--- config.mk ---
export PLATFORM = sky130hd
export DESIGN_NAME = mdio_mgmt_top
export DESIGN_NICKNAME = d
export VERILOG_FILES = /design/src/hdl/mdio_frame_pkg.sv /design/src/hdl/mgmt_if_pkg.sv /design/src/hdl/mgmt_cmd_dispatch.sv /design/src/hdl/mdio_port_engine.sv /design/src/hdl/mgmt_rsp_collect.sv /design/src/hdl/mdio_mgmt_top.sv
export VERILOG_INCLUDE_DIRS = /design/src /design/src/hdl
export SDC_FILE = /design/constraint.sdc
export NUM_CORES = 1
export LEC_CHECK = 0
export ABC_AREA = 1
export BUFFER_PORTS_ARGS = -buffer_cell sky130_fd_sc_hd__buf_2
export CAP_MARGIN = 20
export CORE_ASPECT_RATIO = 0.9
export CORE_UTILIZATION = 45
export CTS_CLUSTER_SIZE = 40
export DETAILED_ROUTE_END_ITERATION = 6
export SKIP_LAST_GASP = 1
export SLEW_MARGIN = 20
export SYNTH_ARGS = -nofsm -noshare
export SYNTH_HDL_FRONTEND = slang
export SYNTH_HIERARCHICAL = 1
export SYNTH_SLANG_ARGS = --single-unit
export TNS_END_PERCENT = 30
--- constraint.sdc ---
create_clock -name sys_clk -period 8.13 [get_ports sys_clk]
set_input_delay 1.626 -clock sys_clk [delete_from_list [all_inputs] [get_ports sys_clk]]
set_output_delay 1.626 -clock sys_clk [all_outputs]
set_load 0.005 [all_outputs]
--- src/hdl/mdio_cfg.svh ---
`ifndef MDIO_CFG_SVH
`define MDIO_CFG_SVH

// number of independent mdio buses behind the host interface
// works from 1 up to 8 since the port field is 3 bits
`define NUM_PORTS 4

// sys_clk cycles per mdc period, even and at least 4
`define MDC_DIVIDE 8

`endif

--- src/hdl/mdio_frame_pkg.sv ---
package mdio_frame_pkg;

	// clause 45 opcodes as they appear on the wire
	typedef enum logic [1:0] {
		op_addr     = 2'b00,
		op_write    = 2'b01,
		op_read_inc = 2'b10,
		op_read     = 2'b11
	} mdio_op_e;

	// shared by the port engine and the handshake fsms
	typedef enum logic [1:0] {
		st_idle,
		st_load,
		st_shift,
		st_done
	} engine_state_e;

	// field widths of one clause 45 frame
	localparam int PREAMBLE_BITS = 32;
	localparam int ST_BITS = 2;
	localparam int OP_BITS = 2;
	localparam int PRTAD_BITS = 5;
	localparam int DEVAD_BITS = 5;
	localparam int TA_BITS = 2;
	localparam int DATA_BITS = 16;

	// bits after the idle bit, 64 in total
	localparam int FRAME_BITS = PREAMBLE_BITS + ST_BITS + OP_BITS + PRTAD_BITS +
		DEVAD_BITS + TA_BITS + DATA_BITS;

endpackage

--- src/hdl/mgmt_if_pkg.sv ---
package mgmt_if_pkg;

	// host port index, wide enough for 8 buses
	localparam int PORT_BITS = 3;

	// host command, 31 bits
	typedef struct packed {
		logic [PORT_BITS-1:0] port;
		mdio_frame_pkg::mdio_op_e op;
		logic [mdio_frame_pkg::PRTAD_BITS-1:0] prtad;
		logic [mdio_frame_pkg::DEVAD_BITS-1:0] devad;
		logic [mdio_frame_pkg::DATA_BITS-1:0] data;
	} mgmt_cmd_t;

	// completion back to the host, 21 bits
	// data is read data, or the line readback for writes and address frames
	typedef struct packed {
		logic [PORT_BITS-1:0] port;
		mdio_frame_pkg::mdio_op_e op;
		logic [mdio_frame_pkg::DATA_BITS-1:0] data;
	} mgmt_rsp_t;

	// split pins of one bus, the pad sits outside
	typedef struct packed {
		logic mdc;
		logic mdo;
		logic mdo_oe;
	} mdio_pins_t;

endpackage

--- src/hdl/mgmt_cmd_dispatch.sv ---
`include "mdio_cfg.svh"

module mgmt_cmd_dispatch (
	input logic sys_clk,
	input logic user_mode_sync,
	input mgmt_if_pkg::mgmt_cmd_t cmd,
	input logic cmd_req,
	output logic cmd_ack,
	output mgmt_if_pkg::mgmt_cmd_t eng_cmd,
	output logic [`NUM_PORTS-1:0] eng_req,
	input logic [`NUM_PORTS-1:0] eng_ack
);
	import mdio_frame_pkg::*;

	// st_load waits for the engine ack, st_shift for its drop,
	// st_done for the host to drop cmd_req
	engine_state_e state;
	logic [`NUM_PORTS-1:0] eng_sel;
	logic [`NUM_PORTS-1:0] port_onehot;
	logic port_ok;
	logic accept;

	assign port_ok = int'(cmd.port) < `NUM_PORTS;
	// out of range ports stay unacknowledged
	assign accept = (state == st_idle) && cmd_req && port_ok;

	always_comb begin
		for (int i = 0; i < `NUM_PORTS; i++) begin
			port_onehot[i] = int'(cmd.port) == i;
		end
	end

	always_ff @(posedge sys_clk or negedge user_mode_sync) begin
		if (!user_mode_sync) begin
			state <= st_idle;
			eng_sel <= '0;
			eng_req <= '0;
			cmd_ack <= 1'b0;
		end else begin
			case (state)
				st_idle: if (accept) begin
					eng_sel <= port_onehot;
					eng_req <= port_onehot;
					state <= st_load;
				end
				// a busy engine holds us here and so holds off the host
				st_load: if (|(eng_ack & eng_sel)) begin
					cmd_ack <= 1'b1;
					eng_req <= '0;
					state <= st_shift;
				end
				st_shift: if (!(|(eng_ack & eng_sel))) state <= st_done;
				st_done: if (!cmd_req) begin
					cmd_ack <= 1'b0;
					state <= st_idle;
				end
				default: state <= st_idle;
			endcase
		end
	end

	// command copy, held for the engine until it acks
	always_ff @(posedge sys_clk) begin
		if (accept) eng_cmd <= cmd;
	end

	// host must only address existing ports
	a_port_range: assert property (@(posedge sys_clk) disable iff (!user_mode_sync)
		$rose(cmd_req) |-> port_ok);

endmodule

--- src/hdl/mdio_port_engine.sv ---
`include "mdio_cfg.svh"

module mdio_port_engine #(
	parameter int PORT_IDX = 0
) (
	input logic sys_clk,
	input logic user_mode_sync,
	input mgmt_if_pkg::mgmt_cmd_t eng_cmd,
	input logic eng_req,
	output logic eng_ack,
	output mgmt_if_pkg::mgmt_rsp_t done_rsp,
	output logic done_req,
	input logic done_ack,
	output mgmt_if_pkg::mdio_pins_t pins,
	input logic mdi
);
	import mdio_frame_pkg::*;
	import mgmt_if_pkg::*;

	localparam int DIV_BITS = $clog2(`MDC_DIVIDE);
	localparam int HALF_DIVIDE = `MDC_DIVIDE / 2;

	logic [DIV_BITS-1:0] div_cntr;
	logic mdc_q;
	logic mdc_rise;
	logic mdc_fall;

	engine_state_e state;
	mgmt_cmd_t cmd_q;
	logic [FRAME_BITS:0] dsr;
	logic [FRAME_BITS:0] osr;
	logic [6:0] holding;
	logic [DATA_BITS-1:0] rsr;
	logic is_read;
	logic take_cmd;
	logic load_frame;
	logic shift_frame;
	logic sample_bit;
	logic finish;

	////////////////////
	// mdc divider
	////////////////////

	// free running, strobes line up with the mdc edges
	always_ff @(posedge sys_clk or negedge user_mode_sync) begin
		if (!user_mode_sync) begin
			div_cntr <= '0;
			mdc_q <= 1'b1;
			mdc_rise <= 1'b0;
			mdc_fall <= 1'b0;
		end else begin
			mdc_rise <= 1'b0;
			mdc_fall <= 1'b0;
			if (div_cntr == DIV_BITS'(`MDC_DIVIDE - 1)) begin
				div_cntr <= '0;
				mdc_rise <= 1'b1;
				mdc_q <= 1'b1;
			end else begin
				div_cntr <= div_cntr + 1'b1;
			end
			if (div_cntr == DIV_BITS'(HALF_DIVIDE - 1)) begin
				mdc_fall <= 1'b1;
				mdc_q <= 1'b0;
			end
		end
	end

	////////////////////
	// frame control
	////////////////////

	assign is_read = cmd_q.op inside {op_read, op_read_inc};
	assign take_cmd = (state == st_idle) && eng_req && !eng_ack;
	assign load_frame = (state == st_load) && mdc_fall;
	assign shift_frame = (state == st_shift) && mdc_fall && (holding != '0);
	// last data bit is taken on the rise before holding reaches zero
	assign sample_bit = (state == st_shift) && mdc_rise && (holding != '0);
	assign finish = (state == st_shift) && mdc_rise && (holding == '0);

	always_ff @(posedge sys_clk or negedge user_mode_sync) begin
		if (!user_mode_sync) begin
			state <= st_idle;
			holding <= '0;
			osr <= '0;
			eng_ack <= 1'b0;
			done_req <= 1'b0;
		end else begin
			// ack only from idle, drop once the dispatcher lets go
			if (take_cmd) eng_ack <= 1'b1;
			else if (!eng_req) eng_ack <= 1'b0;

			case (state)
				st_idle: if (take_cmd) state <= st_load;
				st_load: if (load_frame) begin
					// idle bit with oe low, then oe high through the addresses
					// reads release the line for ta and data
					osr <= {1'b0,
						{(PREAMBLE_BITS + ST_BITS + OP_BITS + PRTAD_BITS + DEVAD_BITS){1'b1}},
						{(TA_BITS + DATA_BITS){!is_read}}};
					holding <= 7'(FRAME_BITS + 1);
					state <= st_shift;
				end
				st_shift: if (shift_frame) begin
					osr <= {osr[FRAME_BITS-1:0], 1'b0};
					holding <= holding - 1'b1;
				end else if (finish) begin
					done_req <= 1'b1;
					state <= st_done;
				end
				// hold done_req until the collector acks, then wait for its drop
				st_done: if (done_req) begin
					if (done_ack) done_req <= 1'b0;
				end else if (!done_ack) begin
					state <= st_idle;
				end
				default: state <= st_idle;
			endcase
		end
	end

	////////////////////
	// data path
	////////////////////

	always_ff @(posedge sys_clk) begin
		if (take_cmd) cmd_q <= eng_cmd;
		// st is 00 for clause 45, ta is 10 when we drive it
		if (load_frame) begin
			dsr <= {1'b0, {PREAMBLE_BITS{1'b1}}, {ST_BITS{1'b0}}, cmd_q.op,
				cmd_q.prtad, cmd_q.devad, 2'b10,
				is_read ? {DATA_BITS{1'b0}} : cmd_q.data};
		end else if (shift_frame) begin
			dsr <= {dsr[FRAME_BITS-1:0], 1'b0};
		end
		// shifts all frame long, only the last 16 samples survive
		if (sample_bit) rsr <= {rsr[DATA_BITS-2:0], mdi};
		// writes report their own drive as seen on the line
		if (finish) begin
			done_rsp.port <= PORT_BITS'(PORT_IDX);
			done_rsp.op <= cmd_q.op;
			done_rsp.data <= rsr;
		end
	end

	assign pins = '{mdc: mdc_q, mdo: dsr[FRAME_BITS], mdo_oe: osr[FRAME_BITS]};

	// phy owns the line for the whole read data phase
	a_read_release: assert property (@(posedge sys_clk) disable iff (!user_mode_sync)
		(state == st_shift) && is_read && (holding != '0) &&
		(holding <= 7'(DATA_BITS)) |-> !pins.mdo_oe);

	// no new command is taken while a frame or completion is pending
	a_ack_idle: assert property (@(posedge sys_clk) disable iff (!user_mode_sync)
		$rose(eng_ack) |-> $past(state) == st_idle);

endmodule

--- src/hdl/mgmt_rsp_collect.sv ---
`include "mdio_cfg.svh"

module mgmt_rsp_collect (
	input logic sys_clk,
	input logic user_mode_sync,
	input mgmt_if_pkg::mgmt_rsp_t done_rsp [`NUM_PORTS],
	input logic [`NUM_PORTS-1:0] done_req,
	output logic [`NUM_PORTS-1:0] done_ack,
	output mgmt_if_pkg::mgmt_rsp_t rsp,
	output logic rsp_req,
	input logic rsp_ack
);
	import mdio_frame_pkg::*;

	localparam int SEL_W = (`NUM_PORTS > 1) ? $clog2(`NUM_PORTS) : 1;

	// st_load waits for rsp_ack, st_shift for its drop,
	// st_done for the engine to drop done_req
	engine_state_e state;
	// port being served, the search starts just after it
	logic [SEL_W-1:0] last_idx;
	logic [SEL_W-1:0] grant_idx;
	logic grant_found;
	logic grab;

	// round-robin search starting after the last port served
	always_comb begin
		grant_found = 1'b0;
		grant_idx = last_idx;
		for (int k = 1; k <= `NUM_PORTS; k++) begin
			if (!grant_found && done_req[(int'(last_idx) + k) % `NUM_PORTS]) begin
				grant_found = 1'b1;
				grant_idx = SEL_W'((int'(last_idx) + k) % `NUM_PORTS);
			end
		end
	end

	assign grab = (state == st_idle) && grant_found;

	always_ff @(posedge sys_clk or negedge user_mode_sync) begin
		if (!user_mode_sync) begin
			state <= st_idle;
			last_idx <= SEL_W'(`NUM_PORTS - 1);
			rsp_req <= 1'b0;
			done_ack <= '0;
		end else begin
			case (state)
				st_idle: if (grab) begin
					last_idx <= grant_idx;
					rsp_req <= 1'b1;
					state <= st_load;
				end
				st_load: if (rsp_ack) begin
					rsp_req <= 1'b0;
					state <= st_shift;
				end
				// host handshake is closed, release the engine now
				st_shift: if (!rsp_ack) begin
					done_ack[last_idx] <= 1'b1;
					state <= st_done;
				end
				st_done: if (!done_req[last_idx]) begin
					done_ack <= '0;
					state <= st_idle;
				end
				default: state <= st_idle;
			endcase
		end
	end

	// response copy, engine keeps its own until acked
	always_ff @(posedge sys_clk) begin
		if (grab) rsp <= done_rsp[grant_idx];
	end

	// host may sample rsp at any point while rsp_req is up
	a_rsp_stable: assert property (@(posedge sys_clk) disable iff (!user_mode_sync)
		rsp_req && $past(rsp_req) |-> rsp == $past(rsp));

endmodule

--- src/hdl/mdio_mgmt_top.sv ---
`include "mdio_cfg.svh"

module mdio_mgmt_top (
	input logic sys_clk,
	input logic user_mode_sync,
	input mgmt_if_pkg::mgmt_cmd_t cmd,
	input logic cmd_req,
	output logic cmd_ack,
	output mgmt_if_pkg::mgmt_rsp_t rsp,
	output logic rsp_req,
	input logic rsp_ack,
	output mgmt_if_pkg::mdio_pins_t pins [`NUM_PORTS],
	input logic [`NUM_PORTS-1:0] mdi
);
	import mgmt_if_pkg::*;

	// command fan-out, one shared payload and a req/ack pair per port
	mgmt_cmd_t eng_cmd;
	logic [`NUM_PORTS-1:0] eng_req;
	logic [`NUM_PORTS-1:0] eng_ack;

	// completion fan-in
	mgmt_rsp_t done_rsp [`NUM_PORTS];
	logic [`NUM_PORTS-1:0] done_req;
	logic [`NUM_PORTS-1:0] done_ack;

	mgmt_cmd_dispatch mgmt_cmd_dispatch_i (
		.sys_clk(sys_clk),
		.user_mode_sync(user_mode_sync),
		.cmd(cmd),
		.cmd_req(cmd_req),
		.cmd_ack(cmd_ack),
		.eng_cmd(eng_cmd),
		.eng_req(eng_req),
		.eng_ack(eng_ack)
	);

	// one engine per bus, each tags its completions with its index
	for (genvar g = 0; g < `NUM_PORTS; g++) begin : g_port
		mdio_port_engine #(
			.PORT_IDX(g)
		) mdio_port_engine_i (
			.sys_clk(sys_clk),
			.user_mode_sync(user_mode_sync),
			.eng_cmd(eng_cmd),
			.eng_req(eng_req[g]),
			.eng_ack(eng_ack[g]),
			.done_rsp(done_rsp[g]),
			.done_req(done_req[g]),
			.done_ack(done_ack[g]),
			.pins(pins[g]),
			.mdi(mdi[g])
		);
	end

	mgmt_rsp_collect mgmt_rsp_collect_i (
		.sys_clk(sys_clk),
		.user_mode_sync(user_mode_sync),
		.done_rsp(done_rsp),
		.done_req(done_req),
		.done_ack(done_ack),
		.rsp(rsp),
		.rsp_req(rsp_req),
		.rsp_ack(rsp_ack)
	);

endmodule

Word level (Yosys, flattened, before mapping)

Cells that the tools add are included.
W data, S select, Z words.

Register bits after elaboration: 905
Input port bits: 39
Output and inout bits: 35
Word-level logic and storage cells: 466

Add/sub/neg operators: 12
Magnitude comparators: 8
Eq/ne operators: 77
Muxes and demuxes: 161
Bitwise operators: 7
Reduce and logical (&&, ||, !) cells: 114

Operators by type and width:

| operator              | number |
|---|---|
| $mux W65              | 8 |
| $pmux W65 S2          | 4 |
| $mux W30              | 8 |
| $mux W2               | 36 |
| $mux W16              | 4 |
| $mux W1               | 58 |
| $mux W7               | 8 |
| $pmux W7 S2           | 4 |
| $pmux W2 S4           | 6 |
| $reduce_bool A2 Y1    | 24 |
| $ne A2 B1 Y1 const B  | 23 |
| $bmux W21 S2          | 1 |
| $mux W21              | 2 |
| $eq A2 B2 Y1 const B  | 20 |
| $logic_and A1 B1 Y1   | 39 |
| $reduce_and A3 Y1     | 12 |
| $ne A2 B2 Y1 const B  | 17 |
| $logic_not A7 Y1      | 4 |
| $reduce_bool A7 Y1    | 4 |
| $sub A7 B1 Y7 const B | 4 |
| $reduce_and A6 Y1     | 4 |
| $eq A3 B3 Y1 const B  | 6 |
| $lt A3 B4 Y1 const B  | 4 |
| $mux W4               | 4 |
| other kinds (25)      | 75 |

Logic depth before layout (Yosys ltp)

Word-level depth: 20
Depth in mapped cells: 14
Gate-level depth less buffers: 12

Modules after synthesis

Netlist, hierarchy kept.

By module, submodules not included:

| module                                              | instances | cells each | area an instance (um^2) | sequential area each (um^2) |
|---|---|---|---|---|
| mdio_port_engine (g_port[2].mdio_port_engine_i ...) | 2         | 781        | 8132.8                  | 5496.5 |
| mdio_port_engine (g_port[1].mdio_port_engine_i)     | 1         | 783        | 8136.6                  | 5496.5 |
| mdio_port_engine (g_port[0].mdio_port_engine_i)     | 1         | 782        | 8132.8                  | 5496.5 |
| mgmt_rsp_collect                                    | 1         | 401        | 2610.0                  | 858.3 |
| mgmt_cmd_dispatch                                   | 1         | 107        | 1574.0                  | 1206.2 |

Worst setup path before layout

Ideal clock, no wire load.

Path type: register -> register
Start: register g_port[0].mdio_port_engine_i.state[0]
End: register g_port[0].mdio_port_engine_i/cmd_q[0] in the netlist's numbering (enable)
Library setup time: 0.448 ns
Data arrival time: 2.678 ns
Data required time: 7.682 ns
Path slack: 5.004 ns
Stages on the path, launching flop included: 5
Path buffers: 0
Period minus slack after synthesis: 3.126 ns
Path through: dfrtp_1 -> inv_1 -> ha_1 -> inv_1 -> nor3_1

Cells in the longest elaborated chain, start to end: 3

RTL lines:

| what                                            | RTL line                | text |
|---|---|---|
| start, declared                                 | mdio_port_engine.sv:28  | `engine_state_e state;` |
| start signal, assigned                          | mdio_port_engine.sv:83  | `state <= st_idle;` |
| start signal, assigned                          | mdio_port_engine.sv:94  | `st_idle: if (take_cmd) state <= st_load;` |
| start signal, assigned                          | mdio_port_engine.sv:102 | `state <= st_shift;` |
| $logic_not A2 Y1                                | mdio_port_engine.sv:74  | `assign take_cmd = (state == st_idle) && eng_req && !eng_ack;` |
| $logic_and A1 B1 Y1 (2 in a row)                | mdio_port_engine.sv:74  |  |
| named net g_port[0].mdio_port_engine_i.take_cmd | mdio_port_engine.sv:35  | `logic take_cmd;` |
| end signal, assigned                            | mdio_port_engine.sv:127 | `if (take_cmd) cmd_q <= eng_cmd;` |
| end, declared                                   | mdio_port_engine.sv:29  | `mgmt_cmd_t cmd_q;` |

The timed path passes the listed nets, and every way through them passes these cells.
A chain may end at the register's enable or synchronous reset.

Worst setup path in the final report

Start: register g_port[3].mdio_port_engine_i.holding[0]
End: register g_port[3].mdio_port_engine_i.osr[8]

Cells in the longest elaborated chain, start to end: 4

RTL lines:

| what                        | RTL line                | text |
|---|---|---|
| start, declared             | mdio_port_engine.sv:32  | `logic [6:0] holding;` |
| start signal, assigned      | mdio_port_engine.sv:101 | `holding <= 7'(FRAME_BITS + 1);` |
| start signal, assigned      | mdio_port_engine.sv:106 | `holding <= holding - 1'b1;` |
| $reduce_bool A7 Y1          | mdio_port_engine.sv:76  | `assign shift_frame = (state == st_shift) && mdc_fall && (holding != '0);` |
| $logic_and A1 B1 Y1         | mdio_port_engine.sv:76  |  |
| $ne A2 B1 Y1 (no line)      | --                      |  |
| $reduce_and A3 Y1 (no line) | --                      |  |
| end signal, assigned        | mdio_port_engine.sv:98  | `osr <= {1'b0,` |
| end signal, assigned        | mdio_port_engine.sv:105 | `osr <= {osr[FRAME_BITS-1:0], 1'b0};` |
| end, declared               | mdio_port_engine.sv:31  | `logic [FRAME_BITS:0] osr;` |

Every way passes these cells.

==> key figures <==
Timing
  – Fmax: 0.2845 GHz
  – Slew headroom: about 30%
  – Worst Tran Pin Value: roughly 1.1 ns
  – Final setup vio count: 0
  – Final Cycle Share: between 40% and 50%
  – Final max-slew violation count: 0
  – Final hold vios: 0
  – Setup TNS: 0 ns
  – RSZ-0062 raised after global routing: false
  – Worst Clk Skew: about 0.029 ns
  – Tmin final: about 3.5 ns

Layout
  – # fillers: 7229
  – P&R area growth vs syn: 10.66%
  – Commonest non-fill, non-tap cell in the layout: nand2_1
  – Most frequent cells in the layout: 871 x nand2_1, 515 x nand3_1, 409 x edfxtp_1, 354 x o21ai_0, 342 x dfrtp_1
  – Final nets: 3694
  – Fin util: 50.70%
  – Multi-input gate area: approximately 10000 um2
  – Sequential Area: 23960 um2
  – Share of layout cells above drive strength 1: a little under a tenth
  – Final Instance Area: between 40000 and 50000 um2

Setup path
  – Crit-path cells: inv_1 > ha_1 > inv_1 > nor2_1 > nand3_2 > nand2_2 > buf_4 > nand2_2 > buf_4 > nand2_1 > o21ai_0
  – CP peak stage delay: 0.70 ns
  – Maximum fanout along the worst path: between 80 and 90
  – Critical path class: flip-flop to flip-flop
  – Setup crit end kind: flip-flop
  – CP max stage cell: nand3_2
  – Startpoint Class: flip-flop
  – WP data arrival: around 4.0 ns
  – CP required: 8.62 ns

Global route
  – First-pass GRT wire length: approximately 120000 um
  – M1 GR Usage: 26.17%
  – Largest net degree at the start of global routing: 136
  – Busiest grt layer: met2
  – Initial antenna violation count: 4
  – Met3 Use GR: around 3.2%
  – Met2 GRT Util: about a quarter
  – Total track usage: about 18%
  – Vias in the first global route: between 20000 and 25000
  – GRT overflow: 0

Die
  – Starting Density: 45.82%
  – Die W: 302.7 um
  – Row Count: 98
  – Top Ports: 74
  – Core area: ~80000 um2
  – Die Span Y: roughly 270 um
  – Die Area: approximately 83000 um2

Yosys
  – Avg Synthesized Cell Area: between 10 and 15 um2
  – Mapped Cells: between 3000 and 4000
  – Ys Warns: 6
  – Cell area after synthesis: ~37000 um2

Place
  – IO Port Bufs: 73
  – Placed cell area: approximately 37000 um2
  – DP HPWL: roughly 41000 um
  – Gpl congestion: between 0.7 and 0.8

Power and ir drop
  – Switching Fraction: 32.71%
  – Leak pwr: 17.74 nW
  – PD cells: 371.0 nW/um2
  – Seq pwr share: a little under half
  – Clk network pwr share: between 20% and 30%
  – Share of power burned in combinational logic: a little under a quarter
  – Int Power: ~10 mW
  – Net Sw Power: slightly below 5 mW
  – VDD IR max: roughly 0.22 mV

Clocking
  – CTS max path bufs: 3
  – Clk_lat worst skew: between 0.6 and 0.7 ns
  – Setup bufs post-CTS: 0
  – Clock transition at path regs: 0.06 ns
  – Clock sink count: 905
  – Post-CTS sizing: 0
  – CTS tree: built
  – CTS buffer count: 92
  – Root buf cell: clkbuf_16
  – Hold_buf cts: 0
  – H-tree levels: 3

Detailed routing
  – DRT Pass-1 Iters: 6
  – DRT iter0 DRCs: a little under 2000
  – Avg WL per Cell: 15.20 um
  – DRC Markers: 0
  – Via count: between 20000 and 25000
  – Via/cell ratio: between 5 and 6
  – Routed wire length: between 70000 and 80000 um
  – Post-route ant nets: 0

Run status
  – Outcome: finished clean

Run
  – MaxCap Viol Count: 0

Hold path
  – Worst hold-check path type: flip-flop to flip-flop
## worst max-delay path: cells and delay by family, from the launching register on
family / cells / cell delay (ns)
simple gates: 5 / 1.43
buf+inv: 4 / 1.21
flops: 1 / 0.37
compound gates: 1 / 0.10
fa+ha+maj: 1 / 0.17
## power groups by stage
| stage | sequential, mW | clock, mW | combinational [mW] |
|---|---|---|---|
| 6_report | 7.01 | 4.46 | 3.57 |
| 5_1_grt | 7.18 | 4.76 | 4.14 |
| 4_1_cts | 7.02 | 4.58 | 3.60 |
| 3_5_place_dp | 7.09 | 0 | 3.59 |
| 3_3_place_gp | 7.08 | 0 | 3.50 |
| 2_1_floorplan | 6.87 | 0 | 2.85 |
## worst paths after layout
kind | from | endpoint | cells after the start | slack (ns)
max in group asynchronous | user_mode_sync | g_port[0].mdio_port_engine_i/osr[22]$_DFFE_PN0P_ | 2 | 5.83
min | g_port[0].mdio_port_engine_i/rsr[15]$_DFFE_PP_ | g_port[0].mdio_port_engine_i/done_rsp[15]$_DFFE_PP_ | 0 | 0.42
max | g_port[3].mdio_port_engine_i/holding[0]$_DFFE_PN0P_ | g_port[3].mdio_port_engine_i/osr[8]$_DFFE_PN0P_ | 11 | 4.61
min in group asynchronous | user_mode_sync | g_port[2].mdio_port_engine_i/osr[31]$_DFFE_PN0P_ | 1 | 0.98
max reg2reg | g_port[3].mdio_port_engine_i/holding[0]$_DFFE_PN0P_ | g_port[3].mdio_port_engine_i/osr[8]$_DFFE_PN0P_ | 11 | 4.61
min reg2reg | g_port[0].mdio_port_engine_i/rsr[15]$_DFFE_PP_ | g_port[0].mdio_port_engine_i/done_rsp[15]$_DFFE_PP_ | 0 | 0.42
## per-layer routing
layer  wire length, um  part of all wire (%)  vias to the layer above
li1                  -                     -                    11890
met1             34700                    48                    11460
met2             32540                    45                      410
met3              3226                   4.5                      108
met4              1422                   2.0                        4
met5                23                 0.032                        -
## stage by stage
| stage | total power, mW | setup slack (ns) | hold WS [ns] | instances |
|---|---|---|---|---|
| floorplan | 9.712 | 5.004 | 0.4003 | 3637 |
| global placement | 10.58 | 4.743 | 0.4008 | 4558 |
| detailed placement | 10.68 | 4.637 | 0.4045 | 4558 |
| CTS | 15.20 | 4.586 | 0.4193 | 4731 |
| global route | 16.08 | 4.216 | 0.4314 | 4732 |
| finish | 15.04 | 4.615 | 0.4189 | 4732 |
## area by class of cell
class / count / area share, %
sequential: 905 / 59.11
multi-input combinational: 2213 / 25.51
clock buffer: 126 / 6.445
tap: 1050 / 3.241
inverter: 289 / 2.689
clock inverter: 47 / 1.516
timing repair buffer: 101 / 1.476
antenna: 1 / 0.006174
## state kept, by name, summed over array words and instances, names as in the netlist, 8 cells and up
name	count
g_port.mdio_port_engine_i/rsr	64
g_port.mdio_port_engine_i/dsr	260
g_port.mdio_port_engine_i/osr	260
g_port.mdio_port_engine_i/done_rsp	72
g_port.mdio_port_engine_i/cmd_q	112
g_port.mdio_port_engine_i/state	8
mgmt_cmd_dispatch_i/eng_cmd	28
g_port.mdio_port_engine_i/holding	28
g_port.mdio_port_engine_i/div_cntr	12
mgmt_rsp_collect_i/rsp	21
Note: power is estimated with default switching activity, not from simulation.
